$ cat config.mk
export PLATFORM = sky130hd
export DESIGN_NAME = vga_mmio_regs
export DESIGN_NICKNAME = d
export VERILOG_FILES = /design/src/common/vga_bus_pkg.sv /design/src/common/vga_video_pkg.sv /design/src/hdl/vga_mmio_regs.sv
export SDC_FILE = /design/constraint.sdc
export NUM_CORES = 1
export LEC_CHECK = 0
export BUFFER_PORTS_ARGS = -buffer_cell sky130_fd_sc_hd__buf_4
export CAP_MARGIN = 20
export CORE_MARGIN = 4
export CORE_UTILIZATION = 41
export CTS_BUF_LIST = sky130_fd_sc_hd__clkbuf_4
export DETAILED_ROUTE_END_ITERATION = 10
export PLACE_DENSITY_LB_ADDON = 0.1
export REMOVE_ABC_BUFFERS = 1
export SYNTH_ARGS = -nofsm -noshare
export SYNTH_HDL_FRONTEND = slang
export SYNTH_SLANG_ARGS = --single-unit
$ cat constraint.sdc
create_clock -name clk_core -period 1.9 [get_ports clk_core]
set_input_delay 0.19 -clock clk_core [delete_from_list [all_inputs] [get_ports clk_core]]
set_output_delay 0.19 -clock clk_core [all_outputs]
set_load 0.01 [all_outputs]
$ cat src/common/vga_bus_pkg.sv
package vga_bus_pkg;

    // ==================================================================
    // Core-side address map
    // ==================================================================
    localparam logic [15:0] REG_CTL   = 16'h0000;
    localparam logic [15:0] REG_CRX   = 16'h0001;
    localparam logic [15:0] REG_CRY   = 16'h0002;

    // Text buffer, one byte per cell, row major
    localparam logic [15:0] TEXT_BASE = 16'h1000;
    localparam int          TEXT_SIZE = 3200;

    // Glyph table, 12 bytes per character
    localparam logic [15:0] FONT_BASE = 16'h2000;
    localparam int          FONT_SIZE = 3072;

    // ==================================================================
    // Bus and RAM port payloads
    // ==================================================================
    typedef struct packed {
        logic        we;
        logic [15:0] addr;
        logic [7:0]  wdata;
    } vga_bus_req_t;

    // Address is an offset inside the selected RAM
    typedef struct packed {
        logic        en;
        logic        we;
        logic [15:0] addr;
        logic [7:0]  wdata;
    } ram_port_t;

endpackage

$ cat src/common/vga_video_pkg.sv
package vga_video_pkg;

    // ==================================================================
    // 640x480 timing, in pixel clocks and lines
    // ==================================================================
    localparam int H_VISIBLE = 640;
    localparam int H_FRONT   = 16;
    localparam int H_SYNC    = 96;
    localparam int H_TOTAL   = 800;

    localparam int V_VISIBLE = 480;
    localparam int V_FRONT   = 10;
    localparam int V_SYNC    = 2;
    localparam int V_TOTAL   = 525;

    // Text grid and glyph cell
    localparam int COLS    = 80;
    localparam int ROWS    = 40;
    localparam int GLYPH_W = 8;
    localparam int GLYPH_H = 12;

    // Colours are {r, g, b}
    typedef struct packed {
        logic       enable;
        logic       cursor_en;
        logic [2:0] fg;
        logic [2:0] bg;
    } vga_ctl_t;

    // Display on, cursor on, white on black
    localparam vga_ctl_t CTL_RESET = 8'hF8;

    typedef struct packed {
        logic r;
        logic g;
        logic b;
        logic hsync;
        logic vsync;
    } vga_pixel_t;

endpackage

$ cat src/hdl/vga_mmio_regs.sv
`timescale 1ns/100ps

module vga_mmio_regs
    import vga_bus_pkg::*, vga_video_pkg::*;
(
    input  logic         clk_core,
    input  logic         rst_n,
    input  logic         req,
    input  vga_bus_req_t bus_req,
    input  logic [7:0]   text_rdata,
    input  logic [7:0]   font_rdata,
    output logic         ack,
    output logic [7:0]   rdata,
    output vga_ctl_t     ctl,
    output logic [7:0]   crx,
    output logic [7:0]   cry,
    output ram_port_t    text_port,
    output ram_port_t    font_port
);

    typedef enum logic [1:0] {
        ST_IDLE,
        ST_ISSUE,
        ST_CAPT,
        ST_ACK
    } state_t;

    state_t      state;
    logic        hit_text;
    logic        hit_font;
    logic [15:0] text_off;
    logic [15:0] font_off;
    logic [7:0]  rd_mux;

    // ==================================================================
    // Address decode
    // ==================================================================
    assign text_off = bus_req.addr - TEXT_BASE;
    assign font_off = bus_req.addr - FONT_BASE;
    assign hit_text = (bus_req.addr >= TEXT_BASE) && (text_off < TEXT_SIZE);
    assign hit_font = (bus_req.addr >= FONT_BASE) && (font_off < FONT_SIZE);

    // One-cycle RAM strobe in the first cycle after req is taken
    assign text_port = '{en: (state == ST_ISSUE) && hit_text, we: bus_req.we,
                         addr: text_off, wdata: bus_req.wdata};
    assign font_port = '{en: (state == ST_ISSUE) && hit_font, we: bus_req.we,
                         addr: font_off, wdata: bus_req.wdata};

    always_comb begin
        if (hit_text) begin
            rd_mux = text_rdata;
        end else if (hit_font) begin
            rd_mux = font_rdata;
        end else if (bus_req.addr == REG_CTL) begin
            rd_mux = ctl;
        end else if (bus_req.addr == REG_CRX) begin
            rd_mux = crx;
        end else if (bus_req.addr == REG_CRY) begin
            rd_mux = cry;
        end else begin
            rd_mux = '0;
        end
    end

    // ==================================================================
    // Four-phase handshake and registers
    // ==================================================================
    always_ff @(posedge clk_core) begin
        if (!rst_n) begin
            state <= ST_IDLE;
            ack   <= 1'b0;
            rdata <= '0;
            ctl   <= CTL_RESET;
            crx   <= '0;
            cry   <= '0;
        end else begin
            unique case (state)
                ST_IDLE: begin
                    if (req) begin
                        state <= ST_ISSUE;
                    end
                end
                ST_ISSUE: begin
                    if (bus_req.we) begin
                        if (bus_req.addr == REG_CTL) ctl <= bus_req.wdata;
                        if (bus_req.addr == REG_CRX) crx <= bus_req.wdata;
                        if (bus_req.addr == REG_CRY) cry <= bus_req.wdata;
                    end
                    state <= ST_CAPT;
                end
                ST_CAPT: begin
                    // RAM data is valid now
                    rdata <= rd_mux;
                    ack   <= 1'b1;
                    state <= ST_ACK;
                end
                ST_ACK: begin
                    if (!req) begin
                        ack   <= 1'b0;
                        state <= ST_IDLE;
                    end
                end
                default: state <= ST_IDLE;
            endcase
        end
    end

endmodule

==> run_summary.xml <==
<?xml version="1.0" encoding="UTF-8"?>
<metrics>
  <group name="worst_setup_path">
    <metric name="timing.critical_path.to_type" unit="">register</metric>
    <metric name="slowest_delay" unit="ns">0.33</metric>
    <metric name="timing.setup.critical_path_class" unit="">reg -&gt; reg</metric>
    <metric name="required" unit="ns">2.12</metric>
    <metric name="worst_path_max_delay_cell" unit="">sky130_fd_sc_hd__dfxtp_1</metric>
    <metric name="worst-endpoint-arrival" unit="ns">2.00</metric>
    <metric name="worstSetupStartpointType" unit="">register</metric>
    <metric name="path_cells" unit="">inv_1, ha_1, nor4b_2, nand4_2, nor4_4, buf_12, mux2i_1, nor2b_1</metric>
    <metric name="timing.critical_path.fanout_max" unit="">8</metric>
  </group>
  <group name="sta">
    <metric name="timing.max_slew.rel_slack" unit="%">66.5</metric>
    <metric name="timing_hold_violations_final" unit="">0</metric>
    <metric name="fin_tns_setup" unit="ns">0</metric>
    <metric name="worst_clk_skew" unit="ns">0.0108</metric>
    <metric name="fin_ws" unit="ns">0.124</metric>
    <metric name="slew_viol_final" unit="">0</metric>
    <metric name="grt_setup_unrepaired" unit="">no</metric>
    <metric name="setup_viol" unit="">0</metric>
    <metric name="worst_hold_slack" unit="ns">0.0995</metric>
    <metric name="period_minus_slack" unit="ns">1.78</metric>
    <metric name="worstMarginPinSlew" unit="ns">0.501</metric>
    <metric name="fmax" unit="MHz">563</metric>
    <metric name="layout_worst_path_cycle_share" unit="%">93.5</metric>
  </group>
  <group name="clocking">
    <metric name="cts_resized" unit="">0</metric>
    <metric name="postCtsSetupRepairBufs" unit="">0</metric>
    <metric name="worst_setup_hold_path_clk_slew" unit="ns">0.11</metric>
    <metric name="ctsHtreeMaxLevel" unit="">2</metric>
    <metric name="clk_latency" unit="ns">0.33</metric>
    <metric name="holdBufCountCts" unit="">0</metric>
    <metric name="tritoncts" unit="">yes</metric>
    <metric name="clock-sinks" unit="">35</metric>
    <metric name="ctsLongestPathBuffers" unit="">2</metric>
    <metric name="cts_made_buffers" unit="">5</metric>
    <metric name="clock_tree_root" unit="">sky130_fd_sc_hd__clkbuf_4</metric>
  </group>
  <group name="drt">
    <metric name="drt_first_iter_violations" unit="">80</metric>
    <metric name="number_of_design_rule_violations_left_after_detail_routing" unit="">0</metric>
    <metric name="final_antenna_net_count" unit="">0</metric>
    <metric name="wirelength" unit="um">6710</metric>
    <metric name="avgViaCountPerCell" unit="">4.97</metric>
    <metric name="wl_per_instance" unit="um">15.4</metric>
    <metric name="num_vias" unit="">2161</metric>
    <metric name="first_drt_pass_iteration_count" unit="">4</metric>
  </group>
  <group name="worst_hold_path">
    <metric name="timing.hold.worst.class" unit="">in -&gt; reg</metric>
  </group>
  <group name="die">
    <metric name="die-area" unit="um^2">6820</metric>
    <metric name="placementRows" unit="">26</metric>
    <metric name="die-width" unit="um">82.6</metric>
    <metric name="io_pins" unit="">129</metric>
    <metric name="core" unit="um^2">5240</metric>
    <metric name="die_y" unit="um">82.6</metric>
    <metric name="floorplan.initialDensity" unit="%">43.6</metric>
  </group>
  <group name="yosys">
    <metric name="synth_sequential_area_ratio" unit="%">30.7</metric>
    <metric name="netlist_area" unit="um^2">2280</metric>
    <metric name="synth_area_leader_cell" unit="">sky130_fd_sc_hd__dfxtp_1</metric>
    <metric name="postSynthAreaPerCell" unit="um^2">8.68</metric>
    <metric name="synth.ff_latch_count" unit="">35</metric>
    <metric name="yosysWarnings" unit="">0</metric>
    <metric name="synth_cells" unit="">263</metric>
    <metric name="synth.top_cells.by_area" unit="">sky130_fd_sc_hd__dfxtp_1 (31%), sky130_fd_sc_hd__buf_4 (14%), sky130_fd_sc_hd__mux2i_1 (7.5%)</metric>
    <metric name="netlist-cell-type-count" unit="">35</metric>
    <metric name="netlist.area_leader.share" unit="%">30.7</metric>
  </group>
  <group name="pwr">
    <metric name="power.sequential.fraction" unit="%">40.7</metric>
    <metric name="switchingPower" unit="mW">0.710</metric>
    <metric name="total_power" unit="mW">2.15</metric>
    <metric name="internal_power_of_the_cells" unit="mW">1.44</metric>
    <metric name="power_leakage" unit="nW">1.48</metric>
    <metric name="power.ir.vdd_worst" unit="mV">0.283</metric>
    <metric name="pwr-share-comb" unit="%">39.9</metric>
    <metric name="share_clk_of_total_power" unit="%">19.3</metric>
    <metric name="switching_share" unit="%">33.1</metric>
    <metric name="power-per-cell-area" unit="nW/um^2">677</metric>
  </group>
  <group name="place">
    <metric name="port_buffers" unit="">128</metric>
    <metric name="placement.setup.worst_slack" unit="ns">0.0307</metric>
    <metric name="gp_congestion" unit="">0.862</metric>
    <metric name="detailed_place.area" unit="um^2">3110</metric>
    <metric name="dp_hpwl" unit="um">5390</metric>
  </group>
  <group name="final_layout">
    <metric name="n_antenna_cell" unit="">0</metric>
    <metric name="final_design_area_no_fill" unit="um^2">3170</metric>
    <metric name="syn2layout_area_growth" unit="%">39.0</metric>
    <metric name="fin_nets" unit="">420</metric>
    <metric name="final_layout_size_suffix_gt1_share" unit="%">43.8</metric>
  </group>
  <group name="grt">
    <metric name="grt_start_max_net_pins" unit="">36</metric>
    <metric name="grt_first_pass_wirelength" unit="um">10300</metric>
    <metric name="grtUsageTotal" unit="%">19.7</metric>
    <metric name="first_global_vias" unit="">2128</metric>
    <metric name="grt.overflow.total" unit="">0</metric>
    <metric name="initial_antenna_violation_count" unit="">0</metric>
  </group>
  <group name="job">
    <metric name="max_cap_viol_count" unit="">0</metric>
  </group>
  <group name="status">
    <metric name="run_status" unit="">finished clean</metric>
  </group>
</metrics>
==> routing by layer <==
metal / wire length (um) / track usage, % / vias to the layer above / share of wire, %
met3: 751 / 6.07 / 10 / 11
met4: 74 / 4.90 / 0 / 1.1
met2: 3130 / 33.1 / 102 / 47
li1: - / - / 1061 / -
met1: 2750 / 24.4 / 988 / 41
met5: 0 / 0 / - / 0
==> worst max-delay path: cells and delay by family (launching register included) <==
family | cells | cell delay, ns
mux | 1 | 0.20
fa+ha+maj | 1 | 0.16
flops | 1 | 0.33
buf+inv | 2 | 0.24
simple gates | 4 | 0.72
==> through the flow <==
stage | util [%] | instances
final | 60.6 | 435
after floorplan | - | 213
after global placement | 59.5 | 427
after CTS | 60.6 | 435
after detailed placement | 59.5 | 427
after global routing | 60.6 | 435
==> final timing paths <==
check	start	end	slack [ns]	depth (start not counted)
setup / recovery	state[1]	cry[2]	0.12	8
hold / removal	bus_req[3]	ctl[3]	0.1	3
setup reg to reg	state[1]	cry[2]	0.12	8
hold reg to reg	ctl[1]	ctl[1]	0.48	2
==> cell usage in the layout, fill, tap and decap left out, types with 2 or more instances in the layout <==
cell type | Yosys | routed
sky130_fd_sc_hd__buf_4 | 43 | 143
sky130_fd_sc_hd__dfxtp_1 | 35 | 35
sky130_fd_sc_hd__nand2_1 | 29 | 29
sky130_fd_sc_hd__inv_1 | 19 | 19
sky130_fd_sc_hd__nor2b_1 | 18 | 18
sky130_fd_sc_hd__mux2i_1 | 17 | 17
sky130_fd_sc_hd__o21ai_0 | 17 | 17
sky130_fd_sc_hd__ha_1 | 12 | 12
sky130_fd_sc_hd__a2bb2oi_1 | 8 | 8
sky130_fd_sc_hd__a221oi_1 | 8 | 8
sky130_fd_sc_hd__a211oi_1 | 8 | 8
sky130_fd_sc_hd__nand3_1 | 7 | 7
sky130_fd_sc_hd__clkbuf_4 | 0 | 7
sky130_fd_sc_hd__nor2_1 | 6 | 6
sky130_fd_sc_hd__a21boi_1 | 4 | 4
sky130_fd_sc_hd__nor4_4 | 3 | 3
sky130_fd_sc_hd__and2_1 | 3 | 3
sky130_fd_sc_hd__xor2_1 | 2 | 2
sky130_fd_sc_hd__nor3_1 | 2 | 2
==> cell families after synthesis <==
kind of cell / count (synthesis) / synth area share [%]
AO/OA/AOI/OAI: 52 / 16.3
XOR/XNOR: 3 / 1.15
adder cells (fa/ha/maj): 12 / 6.58
buffers and inverters: 69 / 18.4
flip-flops: 35 / 30.7
multiplexers: 17 / 7.46
AND/OR/NAND/NOR: 75 / 19.4
==> power groups by stage <==
| stage | registers, mW | clock network (mW) | logic, mW |
|---|---|---|---|
| after floorplan | 0.922 | 0 | 0.319 |
| after global placement | 0.890 | 0 | 0.849 |
| after detailed placement | 0.892 | 0 | 0.863 |
| after CTS | 0.874 | 0.432 | 0.866 |
| after global routing | 0.884 | 0.468 | 0.940 |
| final | 0.875 | 0.415 | 0.857 |
==> flip-flops by register name, indices dropped and copies added (netlist names) <==
signal  cells
crx         8
cry         8
ctl         8
rdata       8
state       2
ack         1
==> cell usage after synthesis <==
library cell                instances
sky130_fd_sc_hd__a211oi_2           1
sky130_fd_sc_hd__nand4_1            1
sky130_fd_sc_hd__mux2i_1           17
sky130_fd_sc_hd__nor4_4             3
sky130_fd_sc_hd__and3_1             1
sky130_fd_sc_hd__o211a_1            1
sky130_fd_sc_hd__a2bb2oi_1          8
sky130_fd_sc_hd__and2_1             3
sky130_fd_sc_hd__nor2_1             6
sky130_fd_sc_hd__o211ai_1           1
sky130_fd_sc_hd__nor3_4             1
sky130_fd_sc_hd__a21oi_1            1
sky130_fd_sc_hd__nand4_2            1
sky130_fd_sc_hd__a211oi_1           8
sky130_fd_sc_hd__o21ai_0           17
sky130_fd_sc_hd__a221oi_1           8
sky130_fd_sc_hd__or2_2              1
sky130_fd_sc_hd__a21boi_0           1
sky130_fd_sc_hd__ha_1              12
sky130_fd_sc_hd__nor3b_1            1
sky130_fd_sc_hd__nand3_1            7
sky130_fd_sc_hd__nor2b_1           18
sky130_fd_sc_hd__buf_1              1
sky130_fd_sc_hd__nand2_1           29
sky130_fd_sc_hd__buf_4             43
sky130_fd_sc_hd__clkbuf_1           6
sky130_fd_sc_hd__xnor2_1            1
sky130_fd_sc_hd__nor4b_2            1
sky130_fd_sc_hd__dfxtp_1           35
sky130_fd_sc_hd__a21boi_1           4
sky130_fd_sc_hd__nor3_1             2
sky130_fd_sc_hd__o21ai_1            1
sky130_fd_sc_hd__o311a_1            1
sky130_fd_sc_hd__inv_1             19
sky130_fd_sc_hd__xor2_1             2
==> cell type report <==
type / count / area [um^2]
clock buffer: 7 / 52.6
clock inverter: 1 / 5.00
fill: 497 / 2070
inverter: 19 / 71.3
multi-input combinational: 159 / 1160
sequential: 35 / 701
tap: 70 / 87.6
timing repair buffer: 144 / 1090
No activity file was read; power rests on OpenSTA's default activity.
