`src/common/vga_video_pkg.sv`:
```
package vga_video_pkg;

    // ==================================================================
    // 640x480 timing, in pixel clocks and lines
    // ==================================================================
    localparam int H_VISIBLE = 640;
    localparam int H_FRONT   = 16;
    localparam int H_SYNC    = 96;
    localparam int H_TOTAL   = 800;

    localparam int V_VISIBLE = 480;
    localparam int V_FRONT   = 10;
    localparam int V_SYNC    = 2;
    localparam int V_TOTAL   = 525;

    // Text grid and glyph cell
    localparam int COLS    = 80;
    localparam int ROWS    = 40;
    localparam int GLYPH_W = 8;
    localparam int GLYPH_H = 12;

    // Colours are {r, g, b}
    typedef struct packed {
        logic       enable;
        logic       cursor_en;
        logic [2:0] fg;
        logic [2:0] bg;
    } vga_ctl_t;

    // Display on, cursor on, white on black
    localparam vga_ctl_t CTL_RESET = 8'hF8;

    typedef struct packed {
        logic r;
        logic g;
        logic b;
        logic hsync;
        logic vsync;
    } vga_pixel_t;

endpackage

```
`src/vga80x40/vga80x40.sv`:
```
`timescale 1ns/100ps

module vga80x40
    import vga_video_pkg::*;
(
    input  logic        clk_vga,
    input  logic        rst_n,
    input  vga_ctl_t    ctl,
    input  logic [7:0]  crx,
    input  logic [7:0]  cry,
    input  logic [7:0]  text_data,
    input  logic [7:0]  font_data,
    output logic [15:0] text_addr,
    output logic [15:0] font_addr,
    output vga_pixel_t  pixel
);

    typedef struct packed {
        vga_ctl_t   ctl;
        logic [7:0] crx;
        logic [7:0] cry;
    } cfg_t;

    // Per-pixel state travelling with the fetch
    typedef struct packed {
        logic       vis;
        logic       cur;
        logic [2:0] px;
        logic [3:0] line;
        logic       hs_on;
        logic       vs_on;
    } pipe_t;

    logic [1:0] rst_sync;
    logic       rst_vga_n;
    cfg_t       cfg_s1;
    cfg_t       cfg_s2;
    cfg_t       cfg;
    logic [9:0] h;
    logic [9:0] v;
    logic [3:0] line;
    logic [5:0] row;
    logic [6:0] col;
    logic [2:0] px;
    logic       h_end;
    logic       v_end;
    pipe_t      pipe_0;
    pipe_t      pipe_1;
    pipe_t      pipe_2;
    logic       bit_on;
    logic [2:0] rgb;

    // ==================================================================
    // Reset and control crossing
    // ==================================================================
    always_ff @(posedge clk_vga) begin
        rst_sync <= {rst_sync[0], rst_n};
    end
    assign rst_vga_n = rst_sync[1];

    // Latched once per frame
    always_ff @(posedge clk_vga) begin
        if (!rst_vga_n) begin
            cfg_s1 <= '0;
            cfg_s2 <= '0;
            cfg    <= '0;
        end else begin
            cfg_s1 <= '{ctl: ctl, crx: crx, cry: cry};
            cfg_s2 <= cfg_s1;
            if (h_end && v_end) cfg <= cfg_s2;
        end
    end

    // ==================================================================
    // Timing counters
    // ==================================================================
    assign h_end = (h == 10'(H_TOTAL - 1));
    assign v_end = (v == 10'(V_TOTAL - 1));

    always_ff @(posedge clk_vga) begin
        if (!rst_vga_n) begin
            h    <= '0;
            v    <= '0;
            line <= '0;
            row  <= '0;
        end else if (!h_end) begin
            h <= h + 10'd1;
        end else begin
            h <= '0;
            if (v_end) begin
                v    <= '0;
                line <= '0;
                row  <= '0;
            end else begin
                v <= v + 10'd1;
                if (line == 4'(GLYPH_H - 1)) begin
                    line <= '0;
                    row  <= row + 6'd1;
                end else begin
                    line <= line + 4'd1;
                end
            end
        end
    end

    assign col = 7'(h / GLYPH_W);
    assign px  = 3'(h % GLYPH_W);

    // ==================================================================
    // Fetch pipeline
    // ==================================================================
    always_comb begin
        pipe_0.vis   = (col < COLS) && (row < ROWS);
        pipe_0.cur   = cfg.ctl.cursor_en && ({1'b0, col} == cfg.crx)
                       && ({2'b00, row} == cfg.cry);
        pipe_0.px    = px;
        pipe_0.line  = line;
        pipe_0.hs_on = (h >= H_VISIBLE + H_FRONT) && (h < H_VISIBLE + H_FRONT + H_SYNC);
        pipe_0.vs_on = (v >= V_VISIBLE + V_FRONT) && (v < V_VISIBLE + V_FRONT + V_SYNC);
    end

    assign text_addr = 16'(row * COLS + col);
    assign font_addr = 16'(text_data * GLYPH_H + pipe_1.line);

    always_ff @(posedge clk_vga) begin
        if (!rst_vga_n) begin
            pipe_1 <= '0;
            pipe_2 <= '0;
        end else begin
            pipe_1 <= pipe_0;
            pipe_2 <= pipe_1;
        end
    end

    // MSB is the leftmost pixel
    assign bit_on = font_data[3'd7 - pipe_2.px];

    always_comb begin
        if (!pipe_2.vis || !cfg.ctl.enable) begin
            rgb = '0;
        end else if (bit_on ^ pipe_2.cur) begin
            rgb = cfg.ctl.fg;
        end else begin
            rgb = cfg.ctl.bg;
        end
    end

    always_ff @(posedge clk_vga) begin
        if (!rst_vga_n) begin
            pixel <= '{r: 1'b0, g: 1'b0, b: 1'b0, hsync: 1'b1, vsync: 1'b1};
        end else begin
            pixel <= '{r: rgb[2], g: rgb[1], b: rgb[0],
                       hsync: !pipe_2.hs_on, vsync: !pipe_2.vs_on};
        end
    end

endmodule

```
`config.mk`:
```
export PLATFORM = sky130hd
export DESIGN_NAME = vga80x40
export DESIGN_NICKNAME = d
export VERILOG_FILES = /design/src/common/vga_video_pkg.sv /design/src/vga80x40/vga80x40.sv
export SDC_FILE = /design/constraint.sdc
export NUM_CORES = 1
export LEC_CHECK = 0
export BUFFER_PORTS_ARGS = -buffer_cell sky130_fd_sc_hd__buf_2
export CORE_MARGIN = 10
export CORE_UTILIZATION = 50
export CTS_CLUSTER_DIAMETER = 50
export CTS_CLUSTER_SIZE = 28
export DETAILED_ROUTE_END_ITERATION = 8
export HOLD_SLACK_MARGIN = 0.03
export PLACE_DENSITY = 0.78
export SYNTH_ARGS = -nofsm -noshare
export SYNTH_HDL_FRONTEND = slang
export SYNTH_SLANG_ARGS = --single-unit
```
`constraint.sdc`:
```
create_clock -name clk_vga -period 3.55 [get_ports clk_vga]
set_input_delay 0.1775 -clock clk_vga [delete_from_list [all_inputs] [get_ports clk_vga]]
set_output_delay 0.1775 -clock clk_vga [all_outputs]
set_load 0.03 [all_outputs]
```
==> results of run 1 <==
==> cell usage after synthesis, types with 2 or more instances <==
library cell,number
mux2i_1,7
inv_1,10
a21o_1,4
o21ai_0,9
a22oi_1,2
and2_1,66
a211oi_1,2
and4_1,4
clkbuf_1,16
a21boi_1,25
a21oi_1,7
and3_1,7
nor2b_1,6
xor2_1,18
nand4_1,11
fa_1,4
nor2_1,34
buf_4,15
nand3_1,11
o31ai_1,3
nand3b_1,3
dfxtp_1,127
o21ai_1,2
o21bai_1,2
mux4_2,2
nand2_1,67
or3_1,3
or3b_2,2
xnor2_1,36
nand2b_1,2
nor3_1,2
and3b_1,2
a21oi_2,2
ha_1,28
==> how the worst max path moves through the flow <==
stage / startpoint / to
global route: row[1] / text_addr[12]
detailed placement: text_data[1] / font_addr[11]
floorplan: row[3] / text_addr[12]
CTS: row[3] / text_addr[12]
finish: row[3] / text_addr[12]
global placement: text_data[1] / font_addr[11]
==> power groups by stage <==
stage,logic [W],clock network (W),registers [W]
finish,0.000252,0.00185,0.00147
global route,0.000276,0.00194,0.00148
CTS,0.000254,0.00187,0.00148
detailed placement,0.000233,0,0.00151
global placement,0.000224,0,0.00151
floorplan,0.000179,0,0.00150
==> registers in the layout, summed over array words and instances (netlist names) <==
register / count
pipe_2: 7
cfg_s2: 24
cfg: 24
rst_sync: 2
v: 10
pipe_1: 11
line: 4
row: 6
cfg_s1: 24
h: 10
pixel: 5
==> final cells by class <==
class,instances,area [sq um]
Fill cell,846,4020
Clock inverter,15,220
Tap cell,140,175
Clock buffer,17,414
Inverter,10,37.5
Sequential cell,127,2540
Timing Repair Buffer,99,626
Multi-Input combinational cell,397,2760
==> routing by layer <==
| metal | wire, um | up-vias | GRT usage [%] | share of wire, % |
|---|---|---|---|---|
| li1 | - | 2037 | - | - |
| met1 | 5090 | 1872 | 16.5 | 46 |
| met2 | 5180 | 82 | 23.4 | 47 |
| met3 | 559 | 15 | 5.28 | 5.1 |
| met4 | 146 | 0 | 4.54 | 1.3 |
| met5 | 0 | - | 0 | 0 |
==> metrics by stage <==
step                utilization (%)  cell area, sq um  setup slack (ns)  cells  hold WS, ns
floorplan                         -              5520             0.712    566        0.205
global placement               54.6              5890             0.862    748        0.282
detailed placement             54.6              5890             0.771    748        0.284
CTS                            62.8              6780             0.296    805        0.272
global route                   62.8              6780             0.190    805        0.314
finish                         62.8              6780             0.338    805        0.306
==> cell families after synthesis <==
group / count (synthesis)
other: 1
flip-flops: 127
multiplexers: 9
adder cells (fa/ha/maj): 32
XOR/XNOR: 55
AND/OR/NAND/NOR: 229
buffers and inverters: 42
AO/OA/AOI/OAI: 66
==> repair_timing <==
item                                    CTS  global route
endpoints found under the setup margin    0             0
gates resized for setup                   0             0
hold endpoints to repair                 25             0
hold buffers                             25             0
==> implementation parameters, run 1 <==
Parameter                              Value

Timing
  Accumulated negative setup slack    0 ns
  Slew at the pin closest to its max-slew limit    0.535 ns
  Setup repair after global routing missed its margin    no
  Maximum frequency from static timing analysis    311 MHz
  Setup Skew    0.00758 ns
  Time the final worst path needs with I/O delays and setup    3.21 ns
  Number of hold-slack violations in the final timing report    0
  Fraction of the cycle the final worst path needs    90.5%
  Slew HR    64.3%
  Final Setup Violations    0
  Final count of pins violating max slew    0

Critical path
  Worst EP required    3.37 ns
  Largest stage delay on the critical path    0.50 ns
  Reg2reg setup slack    1.19 ns
  Buffers & Inverters on Critical Path    1
  Origin of the critical flop-to-flop path    h[0]
  Highest net fanout along the worst path    7
  Kind of end point of the critical path    output pin
  Standard cell with the maximum stage delay on the critical path    or3b_2
  Worst reg2reg path depth    7
  Worst path arrival time    3.03 ns
  Gate family responsible for the most delay along the worst path    adder cells
  Reg2Reg Capture Point    v[6]
  Cell chain of the critical path    ha_1 > ha_1 > fa_1 > xnor2_1 > or3b_2 > o21ai_0 > buf_2
  Critical path type    reg -> out
  Most repeated library cell on the critical path    ha_1
  Startpoint kind of the worst setup timing path    register
  Number of stages on the worst setup path    7

Logic synthesis
  Dominant combinational cell family by area after synthesis    simple AND/OR/NAND/NOR gates
  Largest cells by area after synthesis    dfxtp_1 46%, and2_1 7.5%, ha_1 6.4%, xnor2_1 5.7%, nand2_1 4.6%
  Fraction of the mapped netlist area in compound gates    8.69%
  Share of synthesized area occupied by flip-flops and latches    46.2%
  Proportion of synthesized flip-flops having asynchronous set or reset    0%
  Top cell type by total area after synthesis    dfxtp_1
  Unique cell type count in the Yosys netlist    54
  Post-synthesis adder-cell area fraction    7.83%
  Simple-gate share of the synthesized area    22.3%
  Proportion of netlist area held by the largest area contributor    46.2%
  Synthesized area per cell    9.80 sq um
  Dominant synthesized flop cell    dfxtp_1
  Mapped Cells    561
  Total of flip-flops plus latches after synthesis    127
  Mapped cell area    5500 sq um
  Number of flops mapped to enable cells by yosys    0
  Mux share of post-synthesis cell area    2.09%
  Parity-gate share of the synthesized area counting xor and xnor cells    8.90%
  Syn. warnings    0

Detailed routing
  Drt pass-1 iters    4
  Number of remaining DRC errors    0
  Via count    4006
  Iteration-0 DRC Markers    239
  Total wire length after detailed routing    11.0 mm
  Number of vias per cell    4.98
  Post-DR wirelength/cell    13.6 um
  DRT antenna net count    0

Floorplan
  Starting utilization of the core area    51.0%
  Std-Cell Core Area    10800 sq um
  Die Footprint    15600 sq um
  Vertical die dimension    125 um
  Placement row count    38
  I/O pin total    79
  Overall die width    125 um

GRT
  Initial antenna violation count    0
  GR Util All Layers    14.1%
  Largest net degree at the start of global routing    74
  Final global-route overflow total    0
  Global-route wire length before repair    18.5 mm
  Via count of the first global-routing pass    4023

Placement
  Final weighted congestion of routability-driven global placement    0.810
  Number of port buffers    72
  Post-DP HPWL    7.67 mm

Worst hold path
  Worst hold endpoint    rst_sync[0]
  Worst min-delay path class    in -> reg
  Number of cells traversed by the worst hold path    2
  Startpoint of the most critical hold path    rst_n

Cells and area
  Count of inserted antenna diode cells    0
  Most used cells in the layout excluding fill and tap cells    126 x dfxtp_1, 72 x buf_2, 67 x nand2_1
  Fraction of layout instances using a drive strength above 1    18.6%
  Synthesis-to-layout area growth    23.2%
  Net count of the finished layout    726
  Leading cell type in the layout, fill and taps excluded    dfxtp_1

Clocking
  CTS root buffer    clkbuf_8
  CTS clock-pin slew for the worst setup and hold paths    0.06 ns
  Clock sinks    127
  Total CTS buffers    17
  H-tree depth reported by CTS    4
  Post-CTS Repair Setup Buffers    0
  TritonCTS clock tree    yes
  Max Root-Sink Buffers    2
  Clock insertion delay at the later pin of the skew report    0.52 ns

Power and ir drop
  Gate power share    7.1%
  Sequential share of power    41.2%
  Total Power Consumption    0.00358 W
  Pwr dens    528 nW/um^2
  Internal power of the cells    0.00274 W
  Worst vdd ir    0.462 mV
  Switching Fraction    23.5%
  Psw    0.000841 W
  Leakage power summed over all cells    2.88 nW
  Clock network fraction of total power    51.7%

Run
  Reported max-cap violation count    0

Outcome
  Status    finished, final reports clean
No activity file was read; power rests on OpenSTA's default activity.
==> inputs of run 2 (changes only) <==
--- a/config.mk
+++ b/config.mk
@@ -13,6 +13,7 @@
 export DETAILED_ROUTE_END_ITERATION = 8
 export HOLD_SLACK_MARGIN = 0.03
 export PLACE_DENSITY = 0.78
+export REMOVE_ABC_BUFFERS = 1
 export SYNTH_ARGS = -nofsm -noshare
 export SYNTH_HDL_FRONTEND = slang
 export SYNTH_SLANG_ARGS = --single-unit
==> implementation parameters, run 2 (synthesized netlist as in run 1, its figures left out) <==
Parameter                              Value

Outcome
  Status    finished, final reports clean

Timing
  Slew HR    55.4% (-8.8 points)
  Accumulated negative setup slack    0 ns (unchanged)
  Number of hold-slack violations in the final timing report    0 (unchanged)
  Final count of pins violating max slew    0 (unchanged)
  Setup repair after global routing missed its margin    no
  Maximum frequency from static timing analysis    313 MHz (+0.51%)
  Slew at the pin closest to its max-slew limit    0.668 ns (+0.133 ns)
  Time the final worst path needs with I/O delays and setup    3.20 ns (-0.0164 ns)
  Final Setup Violations    0 (unchanged)
  Setup Skew    0.00759 ns (+0.0000101 ns)
  Fraction of the cycle the final worst path needs    90.0% (-0.46 points)

Critical path
  Reg2reg setup slack    1.24 ns (+0.05 ns)
  Highest net fanout along the worst path    7 (unchanged)
  Startpoint kind of the worst setup timing path    register
  Largest stage delay on the critical path    0.51 ns (about the same)
  Kind of end point of the critical path    output pin
  Reg2Reg Capture Point    cfg[16]
  Worst reg2reg path depth    6 (-1)
  Cell chain of the critical path    ha_1 > ha_1 > fa_1 > xnor2_1 > or3b_2 > o21ai_0 > buf_2
  Critical path launch point    row[1]
  Origin of the critical flop-to-flop path    h[0]
  CP Capture Point    text_addr[12]
  Worst EP required    3.37 ns (about the same)
  Worst path arrival time    3.02 ns (about the same)
  Critical path type    reg -> out
  Standard cell with the maximum stage delay on the critical path    or3b_2
  Most repeated library cell on the critical path    ha_1

Power and ir drop
  Leakage power summed over all cells    2.88 nW (+0.19%)
  Pwr dens    534 nW/um^2 (+1.2%)
  Total Power Consumption    0.00363 W (+1.5%)
  Worst vdd ir    0.344 mV (-25%)

Detailed routing
  Total wire length after detailed routing    11.5 mm (+4.6%)
  Post-DR wirelength/cell    14.3 um (+4.7%)
  Number of vias per cell    5.03 (+1.1%)
  Iteration-0 DRC Markers    229 (-4.2%)
  Drt pass-1 iters    4 (unchanged)
  Number of remaining DRC errors    0 (unchanged)
  DRT antenna net count    0 (unchanged)
  Via count    4045 (+0.97%)

Placement
  Instance area at placement    5890 sq um (unchanged)
  Post-DP HPWL    7.76 mm (+1.1%)
  Final weighted congestion of routability-driven global placement    0.858 (+5.9%)
  Number of port buffers    72 (unchanged)
  Dpl cells    748 (unchanged)

GRT
  Via count of the first global-routing pass    4299 (+6.9%)
  Final global-route overflow total    0 (unchanged)
  Global-route wire length before repair    19.9 mm (+7.8%)
  Largest net degree at the start of global routing    63 (-15%)
  GR Util All Layers    15.2% (+1.0 points)
  Initial antenna violation count    0 (unchanged)

Floorplan
  I/O pin total    79 (unchanged)
  Overall die width    125 um (unchanged)
  Placement row count    38 (unchanged)
  Starting utilization of the core area    51.0% (unchanged)
  Vertical die dimension    125 um (unchanged)
  Std-Cell Core Area    10800 sq um (unchanged)
  Die Footprint    15600 sq um (unchanged)

Clocking
  H-tree depth reported by CTS    4 (unchanged)
  Clock insertion delay at the later pin of the skew report    0.52 ns (about the same)
  Clock sinks    127 (unchanged)
  CTS root buffer    clkbuf_8
  Max Root-Sink Buffers    2 (unchanged)
  CTS clock-pin slew for the worst setup and hold paths    0.06 ns (about the same)
  Post-CTS Repair Setup Buffers    0 (unchanged)
  Total CTS buffers    17 (unchanged)
  TritonCTS clock tree    yes

Worst hold path
  Worst min-delay path class    in -> reg

Cells and area
  Synthesis-to-layout area growth    23.6%
  Post-Layout Inst Area    6800 sq um (+0.30%)
  Net count of the finished layout    726 (unchanged)
  Fraction of layout instances using a drive strength above 1    18.5% (-0.12 points)
  Most used cells in the layout excluding fill and tap cells    126 x dfxtp_1, 72 x buf_2, 67 x nand2_1
  Top Registers    cfg (24), cfg_s1 (24), cfg_s2 (24)
  Count of inserted antenna diode cells    0 (unchanged)
  Leading cell type in the layout, fill and taps excluded    dfxtp_1
  Final std cells w/o fill    804 (-0.12%)

Run
  Reported max-cap violation count    0 (unchanged)
run 2: metrics by stage:
step                hold slack [ns]  util, %  worst slack, ns
floorplan                     0.205        -            0.712
global placement              0.281     54.6            0.872
detailed placement            0.283     54.6            0.771
CTS                           0.276     63.0            0.333
global route                  0.297     63.0            0.160
finish                        0.296     63.0            0.354
run 2: critical path: cells and delay by family, from the launching register on:
kind,cells,cell delay (ns)
buf+inv,1,0.22
flops,1,0.48
simple gates,1,0.51
xor+xnor,1,0.18
compound gates,1,0.19
fa+ha+maj,3,0.92
run 2: how the worst min path moves through the flow:
stage,endpoint,startpoint,depth (start not counted)
2_1_floorplan,rst_sync[0],rst_n,0
3_3_place_gp,rst_sync[0],rst_n,1
3_5_place_dp,rst_sync[0],rst_n,1
4_1_cts,rst_sync[0],rst_n,2
5_1_grt,rst_sync[0],rst_n,2
6_report,rst_sync[0],rst_n,2
run 2: area by class of cell:
type	instances	area, sq um
flip-flops and latches	127	2540
multi-input cells	397	2760
well taps	140	175
clock inverters	14	240
repair buffers	99	626
clock buffers	17	414
inverters	10	37.5
fillers	851	4000
run 2: repair_timing:
| action | 4_1_cts | 5_1_grt |
|---|---|---|
| resized for setup | 0 | 0 |
| endpoints found under the hold margin | 25 | 0 |
| hold buffers | 25 | 0 |
run 2: power by group:
part	switching, W	internal (W)
combinational	0.000142	0.000112
sequential	0.0000179	0.00146
clock	0.000618	0.00128
run 2: layer usage:
metal	GRT usage [%]	up-vias	share of wire [%]
li1	-	2036	-
met1	16.1	1874	41
met2	26.1	115	51
met3	5.49	20	6.1
met4	7.25	0	1.8
met5	0	-	0
==> inputs of run 3 (changes only) <==
--- a/config.mk
+++ b/config.mk
@@ -13,6 +13,7 @@
 export DETAILED_ROUTE_END_ITERATION = 8
 export HOLD_SLACK_MARGIN = 0.03
 export PLACE_DENSITY = 0.78
+export RECOVER_POWER = 25
 export REMOVE_ABC_BUFFERS = 1
 export SYNTH_ARGS = -nofsm -noshare
 export SYNTH_HDL_FRONTEND = slang
==> implementation parameters, run 3 (synthesized netlist as in run 1, its figures left out) <==
Parameter                              Value

Critical path
  Largest stage delay on the critical path    0.51 ns (about the same)
  Critical path type    reg -> out
  Startpoint kind of the worst setup timing path    register
  Cell chain of the critical path    ha_1 > ha_1 > fa_1 > xnor2_1 > or3b_2 > o21ai_0 > buf_2
  Most repeated library cell on the critical path    ha_1
  Highest net fanout along the worst path    7 (unchanged)
  Worst path arrival time    3.02 ns (about the same)
  Buffers & Inverters on Critical Path    1 (unchanged)
  Critical path launch point    row[1]
  Kind of end point of the critical path    output pin
  Standard cell with the maximum stage delay on the critical path    or3b_2
  Worst EP required    3.37 ns (about the same)
  Origin of the critical flop-to-flop path    h[0]
  Gate family responsible for the most delay along the worst path    adder cells

Detailed routing
  Drt pass-1 iters    4 (unchanged)
  Post-DR wirelength/cell    14.3 um (about the same)
  Total wire length after detailed routing    11.5 mm (about the same)
  Iteration-0 DRC Markers    194 (-15%)
  Via count    4039 (-0.15%)
  DRT antenna net count    0 (unchanged)
  Number of vias per cell    5.02 (-0.15%)
  Number of remaining DRC errors    0 (unchanged)

Power and ir drop
  Leakage power summed over all cells    2.83 nW (-1.9%)
  Worst vdd ir    0.344 mV (about the same)
  Pwr dens    536 nW/um^2 (+0.31%)

Clocking
  Total CTS buffers    17 (unchanged)
  Number of instances resized during post-cts repair    0 (unchanged)
  Post-CTS Repair Setup Buffers    0 (unchanged)
  H-tree depth reported by CTS    4 (unchanged)
  Clock sinks    127 (unchanged)
  CTS clock-pin slew for the worst setup and hold paths    0.06 ns (about the same)
  Max Root-Sink Buffers    2 (unchanged)
  TritonCTS clock tree    yes
  CTS root buffer    clkbuf_8
  Clock insertion delay at the later pin of the skew report    0.52 ns (about the same)

Timing
  Final Setup Violations    0 (unchanged)
  Fraction of the cycle the final worst path needs    90.1% (about the same)
  Worst Hold Slack    0.295 ns (-0.00151 ns)
  Setup repair after global routing missed its margin    no
  Maximum frequency from static timing analysis    313 MHz (about the same)
  Slew at the pin closest to its max-slew limit    1.24 ns (+0.571 ns)
  Slew HR    17.2% (-38 points)
  Accumulated negative setup slack    0 ns (unchanged)
  Setup Skew    0.00693 ns (-0.000659 ns)
  Time the final worst path needs with I/O delays and setup    3.20 ns (+0.00189 ns)
  Number of hold-slack violations in the final timing report    0 (unchanged)
  Final count of pins violating max slew    0 (unchanged)

GRT
  Global-route wire length before repair    19.9 mm (unchanged)
  GR Util All Layers    15.2% (unchanged)
  Initial antenna violation count    0 (unchanged)
  Final global-route overflow total    0 (unchanged)
  Largest net degree at the start of global routing    63 (unchanged)
  Via count of the first global-routing pass    4299 (unchanged)

Worst hold path
  Worst min-delay path class    in -> reg
  Startpoint of the most critical hold path    rst_n

Cells and area
  Synthesis-to-layout area growth    23.3%
  Fraction of layout instances using a drive strength above 1    16.6% (-2.0 points)
  Most used cells in the layout excluding fill and tap cells    127 x dfxtp_1, 67 x nand2_1, 60 x buf_2
  Fillers    859 (+0.94%)
  Net count of the finished layout    726 (unchanged)
  Count of inserted antenna diode cells    0 (unchanged)
  Leading cell type in the layout, fill and taps excluded    dfxtp_1
  Top Registers    cfg (24), cfg_s1 (24), cfg_s2 (24)

Placement
  Final weighted congestion of routability-driven global placement    0.858 (unchanged)
  Number of port buffers    72 (unchanged)
  Post-DP HPWL    7.76 mm (unchanged)

Run
  Reported max-cap violation count    0 (unchanged)

Floorplan
  Overall die width    125 um (unchanged)
  Die Footprint    15600 sq um (unchanged)
  I/O pin total    79 (unchanged)
  Vertical die dimension    125 um (unchanged)
  Std-Cell Core Area    10800 sq um (unchanged)
  Starting utilization of the core area    51.0% (unchanged)
  Placement row count    38 (unchanged)

Outcome
  Status    finished, final reports clean
[run 3: cell count changes in the layout (fill, tap and decap cells not counted), sizes merged]
cell,change
buf,-13
clkbuf,+13
[run 3: layer usage]
layer | up-vias | GRT usage [%] | routed length [um]
li1 | 2035 | - | -
met1 | 1871 | 16.1 | 4690
met2 | 113 | 26.1 | 5830
met3 | 20 | 5.49 | 746
met4 | 0 | 7.25 | 193
met5 | - | 0 | 0
[run 3: layout make-up]
type | instances | area (sq um) | share of cell area [%]
clock buffer | 17 | 414 | 6.11
clock inverter | 14 | 240 | 3.54
inverter | 10 | 37.5 | 0.554
multi-input combinational | 397 | 2760 | 40.7
sequential | 127 | 2540 | 37.5
tap | 140 | 175 | 2.58
timing repair buffer | 99 | 608 | 8.97
[run 3: repair_timing]
item                                   CTS  global route
endpoints found under the hold margin   25             0
setup endpoints to repair                0             0
hold buffers                            25             0
[run 3: path summary, 6_finish.rpt]
check / slack [ns] / end / cells after the start
max: 0.35 / text_addr[12] / 7
max reg2reg: 1.23 / cfg[16] / 6
min: 0.29 / rst_sync[0] / 2
min reg2reg: 0.33 / rst_sync[1] / 0
[run 3: power breakdown]
part	total (W)	switching [W]	leakage (nW)	internal (W)
combinational	0.000254	0.000142	1.48	0.000112
sequential	0.00148	0.0000179	1.04	0.00146
clock	0.00190	0.000620	0.314	0.00128
[run 3: metrics by stage]
stage	std cells	worst slack [ns]	instance area, sq um	utilization (%)	total power [W]
6_report	804	0.352	6780	62.8	0.00363
5_1_grt	804	0.160	6780	62.8	0.00376
4_1_cts	804	0.333	6800	63.0	0.00366
3_5_place_dp	748	0.771	5890	54.6	0.00174
3_3_place_gp	748	0.872	5890	54.6	0.00173
2_1_floorplan	534	0.712	5340	-	0.00167
